--- src/design/blackjackPkg.sv ---
/*
	shared types for the blackjack engine
	card and hand widths, fsm enums, status and apb bundles, register offsets
*/
package blackjackPkg;

	// rank 1 is ace, 13 is king, 0 means empty slot
	typedef logic [3:0] cardT;
	// wide enough for a busted total
	typedef logic [4:0] sumT;
	typedef logic [2:0] countT;

	typedef enum logic [3:0] {
		S_IDLE,
		S_DEAL_DEALER,
		S_DEAL_PLAYER,
		S_CHECK_PLAYER_BJ,
		S_CHECK_PLAYER_BUST,
		S_CHECK_PLAYER_5CC,
		S_PLAYER_CHOICE,
		S_DRAW_TO_17,
		S_CHECK_DEALER_BUST,
		S_CHECK_DEALER_5CC,
		S_COMPARE_HANDS,
		S_RESULT_WIN,
		S_RESULT_LOSE,
		S_RESULT_TIE
	} gameStateT;

	typedef enum logic [1:0] {TURN_NONE, TURN_PLAYER, TURN_DEALER} turnT;

	typedef enum logic [1:0] {CMD_NONE, CMD_DEAL, CMD_HIT, CMD_STAND} commandT;

	// 9 bits per hand
	typedef struct packed {
		sumT   sum;
		countT count;
		logic  busted;
	} handInfoT;

	typedef struct packed {
		gameStateT state;
		turnT      turn;
		logic      done;
	} gameStatusT;

	typedef struct packed {
		logic        psel;
		logic        penable;
		logic        pwrite;
		logic [3:0]  paddr;
		logic [31:0] pwdata;
	} apbReqT;

	// game rule constants
	localparam countT HAND_MAX      = 3'd5;
	localparam sumT   BLACKJACK_SUM = 5'd21;
	localparam sumT   DEALER_STAND  = 5'd17;

	// byte offsets of the register block
	localparam logic [3:0] ADDR_CMD    = 4'h0;
	localparam logic [3:0] ADDR_CARD   = 4'h4;
	localparam logic [3:0] ADDR_STATUS = 4'h8;
	localparam logic [3:0] ADDR_COUNTS = 4'hC;

endpackage

--- src/design/apbRegs.sv ---
/*
	apb slave for the engine
	command and card writes, status and count reads, full shoe error
*/
`timescale 1ns/1ps

module apbRegs
	import blackjackPkg::*;
#(
	parameter int SHOE_DEPTH = 32,
	localparam int LEVEL_W = $clog2(SHOE_DEPTH) + 1
) (
	input  logic               i_clk,
	input  logic               i_reset,
	input  apbReqT             i_apb,
	output logic [31:0]        o_prdata,
	output logic               o_pready,
	output logic               o_pslverr,
	output commandT            o_cmd,
	output logic               o_cardPush,
	output cardT               o_card,
	input  logic               i_shoeFull,
	input  logic [LEVEL_W-1:0] i_shoeLevel,
	input  gameStatusT         i_status,
	input  handInfoT           i_player,
	input  handInfoT           i_dealer
);

	logic access;
	logic wrAccess;
	logic cmdWrite;
	logic cardWrite;
	logic pslverr;
	logic [31:0] statusWord;
	logic [31:0] countsWord;

	// transfer completes in the access phase, no wait states
	assign access    = i_apb.psel && i_apb.penable;
	assign wrAccess  = access && i_apb.pwrite;
	assign cmdWrite  = wrAccess && i_apb.paddr == ADDR_CMD;
	assign cardWrite = wrAccess && i_apb.paddr == ADDR_CARD;

	// one cycle command pulse, legality is checked by the game
	assign o_cmd = cmdWrite ? commandT'(i_apb.pwdata[1:0]) : CMD_NONE;

	// card is dropped when the shoe is full
	assign o_cardPush = cardWrite && !i_shoeFull;
	assign o_card     = cardT'(i_apb.pwdata[3:0]);

	// error flag, updated on every access and held in between
	always_ff @(posedge i_clk, posedge i_reset) begin
		if (i_reset)
			pslverr <= 1'b0;
		else if (access)
			pslverr <= cardWrite && i_shoeFull;
	end

	assign o_pslverr = pslverr;
	assign o_pready  = 1'b1;

	// status word
	always_comb begin
		statusWord        = '0;
		statusWord[3:0]   = i_status.state;
		statusWord[5:4]   = i_status.turn;
		statusWord[6]     = i_status.done;
		statusWord[12:8]  = i_player.sum;
		statusWord[20:16] = i_dealer.sum;
	end

	// counts word, level zero extended
	always_comb begin
		countsWord       = '0;
		countsWord[2:0]  = i_player.count;
		countsWord[6:4]  = i_dealer.count;
		countsWord[15:8] = 8'(i_shoeLevel);
	end

	// read mux, live values of the current cycle
	always_comb begin
		o_prdata = '0;
		if (i_apb.psel && !i_apb.pwrite) begin
			case (i_apb.paddr)
				ADDR_STATUS: o_prdata = statusWord;
				ADDR_COUNTS: o_prdata = countsWord;
				default:     o_prdata = '0;
			endcase
		end
	end

	// access phase always follows a setup phase
	penableNeedsPsel: assert property (@(posedge i_clk) disable iff (i_reset)
		i_apb.penable |-> i_apb.psel)
		else $error("apbRegs: penable without psel");

endmodule

--- src/design/blackjackGame.sv ---
/*
	round fsm of the engine
	deal sequence, player checks, dealer draw to 17, outcome and turn
*/
`timescale 1ns/1ps

module blackjackGame
	import blackjackPkg::*;
(
	input  logic       i_clk,
	input  logic       i_reset,
	input  commandT    i_cmd,
	input  logic       i_shoeEmpty,
	input  handInfoT   i_player,
	input  handInfoT   i_dealer,
	output logic       o_draw,
	output logic       o_playerTake,
	output logic       o_dealerTake,
	output logic       o_clearHands,
	output gameStatusT o_status
);

	gameStateT state;
	gameStateT nextState;
	turnT turn;
	logic resultState;
	logic dealAccepted;
	logic playerBlackjack;
	logic playerCharlie;
	logic dealerCharlie;
	logic dealerHits;

	assign resultState = state inside {S_RESULT_WIN, S_RESULT_LOSE, S_RESULT_TIE};

	// deal only between rounds, other commands are handled in the choice state
	assign dealAccepted = i_cmd == CMD_DEAL && (state == S_IDLE || resultState);

	// hand outcome detectors
	assign playerBlackjack = i_player.count == 3'd2 && i_player.sum == BLACKJACK_SUM;
	assign playerCharlie   = i_player.count == HAND_MAX && !i_player.busted;
	assign dealerCharlie   = i_dealer.count == HAND_MAX && !i_dealer.busted;

	// dealer strategy
	// draw below 17 until five cards are held
	assign dealerHits = i_dealer.sum < DEALER_STAND && i_dealer.count < HAND_MAX;

	// one card per cycle while the shoe has cards
	assign o_dealerTake = !i_shoeEmpty
		&& (state == S_DEAL_DEALER || (state == S_DRAW_TO_17 && dealerHits));
	assign o_playerTake = !i_shoeEmpty && state == S_DEAL_PLAYER;
	assign o_draw       = o_playerTake || o_dealerTake;

	// fresh hands for every accepted deal
	assign o_clearHands = dealAccepted;

	always_ff @(posedge i_clk, posedge i_reset) begin
		if (i_reset)
			state <= S_IDLE;
		else
			state <= nextState;
	end

	always_comb begin
		nextState = state;
		case (state)
			// idle and results wait for the next deal
			S_IDLE, S_RESULT_WIN, S_RESULT_LOSE, S_RESULT_TIE: begin
				if (dealAccepted)
					nextState = S_DEAL_DEALER;
			end
			// single up card for the dealer
			S_DEAL_DEALER: begin
				if (o_dealerTake)
					nextState = S_DEAL_PLAYER;
			end
			// two cards on the deal, one card on a hit
			S_DEAL_PLAYER: begin
				if (o_playerTake && i_player.count != '0)
					nextState = S_CHECK_PLAYER_BJ;
			end
			S_CHECK_PLAYER_BJ:
				nextState = playerBlackjack ? S_RESULT_WIN : S_CHECK_PLAYER_BUST;
			S_CHECK_PLAYER_BUST:
				nextState = i_player.busted ? S_RESULT_LOSE : S_CHECK_PLAYER_5CC;
			S_CHECK_PLAYER_5CC:
				nextState = playerCharlie ? S_RESULT_WIN : S_PLAYER_CHOICE;
			// host decides, a stray deal is ignored
			S_PLAYER_CHOICE: begin
				if (i_cmd == CMD_HIT)
					nextState = S_DEAL_PLAYER;
				else if (i_cmd == CMD_STAND)
					nextState = S_DRAW_TO_17;
			end
			// sums lag a take by one cycle, so this is re-evaluated each card
			S_DRAW_TO_17: begin
				if (!dealerHits)
					nextState = S_CHECK_DEALER_BUST;
			end
			S_CHECK_DEALER_BUST:
				nextState = i_dealer.busted ? S_RESULT_WIN : S_CHECK_DEALER_5CC;
			S_CHECK_DEALER_5CC:
				nextState = dealerCharlie ? S_RESULT_LOSE : S_COMPARE_HANDS;
			S_COMPARE_HANDS: begin
				if (i_player.sum == i_dealer.sum)
					nextState = S_RESULT_TIE;
				else if (i_player.sum > i_dealer.sum)
					nextState = S_RESULT_WIN;
				else
					nextState = S_RESULT_LOSE;
			end
			default:
				nextState = S_IDLE;
		endcase
	end

	// turn follows the state groups
	always_comb begin
		case (state)
			// player phases
			S_DEAL_PLAYER,
			S_CHECK_PLAYER_BJ,
			S_CHECK_PLAYER_BUST,
			S_CHECK_PLAYER_5CC,
			S_PLAYER_CHOICE:
				turn = TURN_PLAYER;
			// dealer phases
			S_DEAL_DEALER,
			S_DRAW_TO_17,
			S_CHECK_DEALER_BUST,
			S_CHECK_DEALER_5CC:
				turn = TURN_DEALER;
			// idle, compare and results
			default:
				turn = TURN_NONE;
		endcase
	end

	assign o_status.state = state;
	assign o_status.turn  = turn;
	assign o_status.done  = resultState;

	// both hands share the shoe head, only one may latch it
	takesExclusive: assert property (@(posedge i_clk) disable iff (i_reset)
		!(o_playerTake && o_dealerTake))
		else $error("blackjackGame: player and dealer take together");

endmodule

--- src/design/blackjackTop.sv ---
/*
	top level of the blackjack engine
	register block, card shoe, round fsm and two hands
*/
`timescale 1ns/1ps

module blackjackTop
	import blackjackPkg::*;
#(
	parameter int SHOE_DEPTH = 32,
	localparam int LEVEL_W = $clog2(SHOE_DEPTH) + 1
) (
	input  logic        i_clk,
	input  logic        i_reset,
	input  apbReqT      i_apb,
	output logic [31:0] o_prdata,
	output logic        o_pready,
	output logic        o_pslverr
);

	// register block to shoe and game
	commandT cmd;
	logic cardPush;
	cardT pushCard;
	// shoe status and head card
	logic shoeFull;
	logic shoeEmpty;
	logic [LEVEL_W-1:0] shoeLevel;
	cardT headCard;
	// game controls
	logic draw;
	logic playerTake;
	logic dealerTake;
	logic clearHands;
	gameStatusT status;
	handInfoT playerInfo;
	handInfoT dealerInfo;

	apbRegs #(.SHOE_DEPTH(SHOE_DEPTH)) regs (
		.i_clk(i_clk), .i_reset(i_reset), .i_apb(i_apb),
		.o_prdata(o_prdata), .o_pready(o_pready), .o_pslverr(o_pslverr),
		.o_cmd(cmd), .o_cardPush(cardPush), .o_card(pushCard),
		.i_shoeFull(shoeFull), .i_shoeLevel(shoeLevel), .i_status(status),
		.i_player(playerInfo), .i_dealer(dealerInfo)
	);

	cardShoe #(.SHOE_DEPTH(SHOE_DEPTH)) shoe (
		.i_clk(i_clk), .i_reset(i_reset), .i_push(cardPush), .i_card(pushCard),
		.i_draw(draw), .o_head(headCard), .o_full(shoeFull), .o_empty(shoeEmpty),
		.o_level(shoeLevel)
	);

	blackjackGame game (
		.i_clk(i_clk), .i_reset(i_reset), .i_cmd(cmd), .i_shoeEmpty(shoeEmpty),
		.i_player(playerInfo), .i_dealer(dealerInfo), .o_draw(draw),
		.o_playerTake(playerTake), .o_dealerTake(dealerTake),
		.o_clearHands(clearHands), .o_status(status)
	);

	// both hands latch the same head card
	handController playerHand (
		.i_clk(i_clk), .i_reset(i_reset), .i_clear(clearHands),
		.i_take(playerTake), .i_card(headCard), .o_hand(playerInfo)
	);

	handController dealerHand (
		.i_clk(i_clk), .i_reset(i_reset), .i_clear(clearHands),
		.i_take(dealerTake), .i_card(headCard), .o_hand(dealerInfo)
	);

endmodule

--- src/design/cardShoe.sv ---
/*
	card shoe, circular buffer of loaded cards
	host pushes at the tail, game draws from the head
*/
`timescale 1ns/1ps

module cardShoe
	import blackjackPkg::*;
#(
	parameter int SHOE_DEPTH = 32,
	localparam int PTR_W = $clog2(SHOE_DEPTH),
	localparam int LEVEL_W = PTR_W + 1
) (
	input  logic               i_clk,
	input  logic               i_reset,
	input  logic               i_push,
	input  cardT               i_card,
	input  logic               i_draw,
	output cardT               o_head,
	output logic               o_full,
	output logic               o_empty,
	output logic [LEVEL_W-1:0] o_level
);

	cardT mem [SHOE_DEPTH];
	logic [PTR_W-1:0] wrPtr;
	logic [PTR_W-1:0] rdPtr;
	logic [LEVEL_W-1:0] level;
	logic pushOk;
	logic drawOk;

	// drop pushes on a full shoe, ignore draws on an empty one
	assign pushOk = i_push && !o_full;
	assign drawOk = i_draw && !o_empty;

	// card storage
	always_ff @(posedge i_clk) begin
		if (pushOk)
			mem[wrPtr] <= i_card;
	end

	// pointers wrap on their own, depth is a power of two
	always_ff @(posedge i_clk, posedge i_reset) begin
		if (i_reset) begin
			wrPtr <= '0;
			rdPtr <= '0;
			level <= '0;
		end else begin
			if (pushOk)
				wrPtr <= wrPtr + 1'b1;
			if (drawOk)
				rdPtr <= rdPtr + 1'b1;
			// push and draw together leave the level alone
			case ({pushOk, drawOk})
				2'b10:   level <= level + 1'b1;
				2'b01:   level <= level - 1'b1;
				default: level <= level;
			endcase
		end
	end

	assign o_full  = level == LEVEL_W'(SHOE_DEPTH);
	assign o_empty = level == '0;
	assign o_level = level;
	// head card visible without a draw
	assign o_head  = o_empty ? '0 : mem[rdPtr];

	// the game only draws while cards remain
	drawNotEmpty: assert property (@(posedge i_clk) disable iff (i_reset)
		i_draw |-> !o_empty)
		else $error("cardShoe: draw from an empty shoe");

endmodule

--- src/design/handController.sv ---
/*
	one blackjack hand of up to five cards
	card count, best soft or hard total and bust flag
*/
`timescale 1ns/1ps

module handController
	import blackjackPkg::*;
(
	input  logic     i_clk,
	input  logic     i_reset,
	input  logic     i_clear,
	input  logic     i_take,
	input  cardT     i_card,
	output handInfoT o_hand
);

	cardT cards [HAND_MAX];
	countT count;
	// internal sums are wider, five tens would overflow sumT
	logic [5:0] hardSum;
	logic [5:0] bestSum;
	logic hasAce;

	// face cards count ten, ace counts one here
	function automatic logic [5:0] cardValue(input cardT card);
		if (card >= 4'd10)
			return 6'd10;
		return {2'b00, card};
	endfunction

	// card slots, only the first count entries are valid
	always_ff @(posedge i_clk) begin
		if (i_take && !i_clear && count < HAND_MAX)
			cards[count] <= i_card;
	end

	always_ff @(posedge i_clk, posedge i_reset) begin
		if (i_reset)
			count <= '0;
		else if (i_clear)
			count <= '0;
		else if (i_take && count < HAND_MAX)
			count <= count + 1'b1;
	end

	// hard total over the held cards
	always_comb begin
		hardSum = '0;
		hasAce  = 1'b0;
		for (int i = 0; i < HAND_MAX; i++) begin
			if (countT'(i) < count) begin
				hardSum = hardSum + cardValue(cards[i]);
				if (cards[i] == 4'd1)
					hasAce = 1'b1;
			end
		end
	end

	// one ace may count eleven if that stays at 21 or below
	assign bestSum = (hasAce && (hardSum + 6'd10) <= 6'd21) ? hardSum + 6'd10 : hardSum;

	// saturate, a legal round never passes 31
	assign o_hand.sum    = (bestSum > 6'd31) ? 5'd31 : bestSum[4:0];
	assign o_hand.count  = count;
	assign o_hand.busted = hardSum > 6'd21;

	// game stops dealing at five cards
	takeBelowMax: assert property (@(posedge i_clk) disable iff (i_reset)
		i_take |-> count < HAND_MAX)
		else $error("handController: take with a full hand");

endmodule

--- config.mk ---
export PLATFORM = sky130hd
export DESIGN_NAME = blackjackTop
export DESIGN_NICKNAME = d
export VERILOG_FILES = /design/src/design/blackjackPkg.sv /design/src/design/apbRegs.sv /design/src/design/blackjackGame.sv /design/src/design/blackjackTop.sv /design/src/design/cardShoe.sv /design/src/design/handController.sv
export SDC_FILE = /design/constraint.sdc
export NUM_CORES = 1
export LEC_CHECK = 0
export BUFFER_PORTS_ARGS = -buffer_cell sky130_fd_sc_hd__buf_2
export CELL_PAD_IN_SITES_DETAIL_PLACEMENT = 2
export CELL_PAD_IN_SITES_GLOBAL_PLACEMENT = 2
export CORE_UTILIZATION = 45
export DETAILED_ROUTE_END_ITERATION = 6
export PLACE_DENSITY = 0.91
export REMOVE_ABC_BUFFERS = 1
export SLEW_MARGIN = 20
export SYNTH_ARGS = -nofsm -noshare
export SYNTH_HDL_FRONTEND = slang
export SYNTH_SLANG_ARGS = --single-unit
--- constraint.sdc ---
create_clock -name i_clk -period 14.75 [get_ports i_clk]
set_input_delay 2.2125 -clock i_clk [delete_from_list [all_inputs] [get_ports i_clk]]
set_output_delay 2.2125 -clock i_clk [all_outputs]
set_load 0.005 [all_outputs]
==> flow_summary.yaml <==
run_status:
  status: "finished clean"
clock_network:
  cts-root-buf: "clkbuf_16"
  clockBufferDepth: 2
  cts_hold_buf: 0
  clkSinkCount: 195
  cts_buffers: 17
  post_cts_buffers: 0
  clk_latency_ns: 0.46
  htreeDepth: 4
  cts_tree: "built"
  clk_transition_reported_paths_ns: 0.08
  cts_resized: 0
floorplan:
  die_y_um: 165
  core-area_um2: 26000
  die_w_um: 165
  dieArea_um2: 27100
  initial_utilization: 0.457
  rows: 59
  ios: 75
sta:
  worst_pin_slew_ns: 1.19
  setup_tns_ns: 0
  slew_headroom: 0.201
  final_hold_viol_count: 0
  fin_crit_ns: 10.73
  final.period_utilization: 0.727
  rsz0062_at_grt: "no"
  setup_viol: 0
  drv_slew: 0
  fmaxAchievable_ghz: 0.0932
  fin_worst_skew_ns: 0.0144
place:
  hpwl_um: 25600
  dpl_cell_area_um2: 12200
  gp_congestion: 0.840
  io_buffers: 31
synth:
  syn_avg_cell_area_um2: 11.6
  synthTopCellsByArea: "edfxtp_1, mux4_2, ha_1"
  synth_cells: 1025
  yosys-top-cells-count: "edfxtp_1, nor2_1, nand2_1"
  yosys_warnings: 0
  synth-seq-cells: 195
  synth-main-ff-cell: "edfxtp_1"
  ys_async_sr_fraction: 0.138
  yosysUniqueCellTypes: 96
  netlist_area_um2: 11900
  synth_top_area_share: 0.424
  synth_largest_area_cell: "edfxtp_1"
  yosysSeqAreaShare: 0.481
  synth_edf_count: 168
  yosysMostFrequentCell: "edfxtp_1"
route:
  dr_total_vias: 8776
  dr.pass1.iters: 5
  vias_per_cell: 6.38
  dr.first_iter.drc_count: 614
  ant_nets: 0
  drt-total-wl_um: 39100
  wl_per_cell_um: 28.4
  remaining_drc_errors: 0
critical_path:
  cp_slowest_cell: "dfrtp_1"
  crit_fanout: 16
  crit_arrival_ns: 8.52
  cp-end-kind: "output port"
  crit_start: "playerHand.count[1]$_DFFE_PP0P_"
  cp_data_required_time_ns: 12.54
  critPathKind: "flop to output port"
  cp_common_cell: "ha_1"
  slowest_delay_ns: 0.71
  start_kind: "flop"
  r2r-start: "dealerHand.count[1]$_DFFE_PP0P_"
layout:
  fin_nets: 1133
  antenna_cells: 0
  drive_above_1_share: 0.156
  syn2layout_area_growth_pct: 8.18
  final_cell_area_um2: 12900
grt:
  overflow: 0
  grt_max_degree: 36
  grt_usage: 0.298
  grt_pass1_wl_um: 59400
  antenna_found_initial: 0
  grt_pass1_vias: 9475
flow_run:
  maxCapViolCount: 0
worst_hold_path:
  hp-start: "regs.o_pslverr$_DFFE_PP0P_"
  hp-class: "flop to flop"
per-stage QoR:
stage | utilization | cells | setup slack, ns | hold WS [ns]
finish | 0.495 | 1376 | 4.02 | 0.612
global route | 0.495 | 1376 | 3.57 | 0.660
CTS | 0.495 | 1376 | 4.01 | 0.613
detailed placement | 0.471 | 1344 | 4.72 | 0.588
global placement | 0.471 | 1344 | 5.20 | 0.498
floorplan | - | 970 | 6.32 | 0.470
cell families (layout without fill, tap and decap cells):
kind of cell               count (synthesis)  after routing  synth area share
AOI/OAI and AO/OA                        230            230             0.140
other                                      2             15          0.000632
muxes                                     71             71             0.103
and+or+nand+nor                          319            319             0.133
DFF                                      195            195             0.481
xor gates and xnor gates                  34             34            0.0278
buffers and inverters                    110            113            0.0412
adders and majority gates                 64             64            0.0731
flip-flops by register name, summed over array words and instances, names as in the netlist:
register / cells
shoe.rdPtr: 5
playerHand.count: 3
shoe.o_level: 6
shoe.wrPtr: 5
playerHand.cards: 20
regs.o_pslverr: 1
game.state: 4
shoe.mem: 128
dealerHand.cards: 20
dealerHand.count: 3
worst paths after layout:
check | cells past startpoint | slack, ns | to
min in group asynchronous | 3 | 1.87 | shoe.o_level[3]$_DFFE_PP0P_
setup reg to reg | 38 | 4.86 | shoe.o_level[5]$_DFFE_PP0P_
max in group asynchronous | 3 | 12.51 | shoe.rdPtr[0]$_DFFE_PP0P_
hold / removal | 2 | 0.61 | regs.o_pslverr$_DFFE_PP0P_
hold reg to reg | 2 | 0.61 | regs.o_pslverr$_DFFE_PP0P_
setup / recovery | 28 | 4.02 | o_prdata[11]
cells in the final DEF (no fill, tap or decap), types with 8 or more instances in the layout:
cell type and count:
and2_1 13, nand3_1 22, clkbuf_16 17, conb_1 15
xor2_1 15, a211oi_1 15, nand2_1 72, fa_1 9
o21ai_0 43, edfxtp_1 168, nor2b_1 11, buf_2 31
nor2_1 108, a21oi_1 52, dfrtp_1 26, mux2i_1 25
or2_2 8, a21o_1 22, buf_4 8, mux4_2 40
xnor2_1 17, clkinv_8 8, inv_1 40, ha_1 55
o22ai_1 8, nor3_1 21
critical path: cells and delay by family (launching register included):
kind | cells | cell delay, ns
DFF | 1 | 0.71
and+or+nand+nor | 7 | 1.74
AOI/OAI and AO/OA | 11 | 3.16
muxes | 2 | 0.85
buffers and inverters | 4 | 0.44
adders and majority gates | 4 | 1.15
layer usage:
layer  global-route usage  share of wire
met2                0.538           0.53
met3               0.0492          0.038
met4                0.109          0.027
met1                0.356           0.40
met5                    0              0
layout make-up:
type                       instances  area, um2
timing repair buffer              39        215
inverter                          42        158
clock buffer                      18        429
clock inverter                    14        188
multi-input combinational        733       5730
fill                            2545      13100
sequential                       195       5720
tap                              335        419
Power is left out: the tool's default activity adds up to more than one toggle a clock period on the data nets, which glitch-free logic cannot reach.
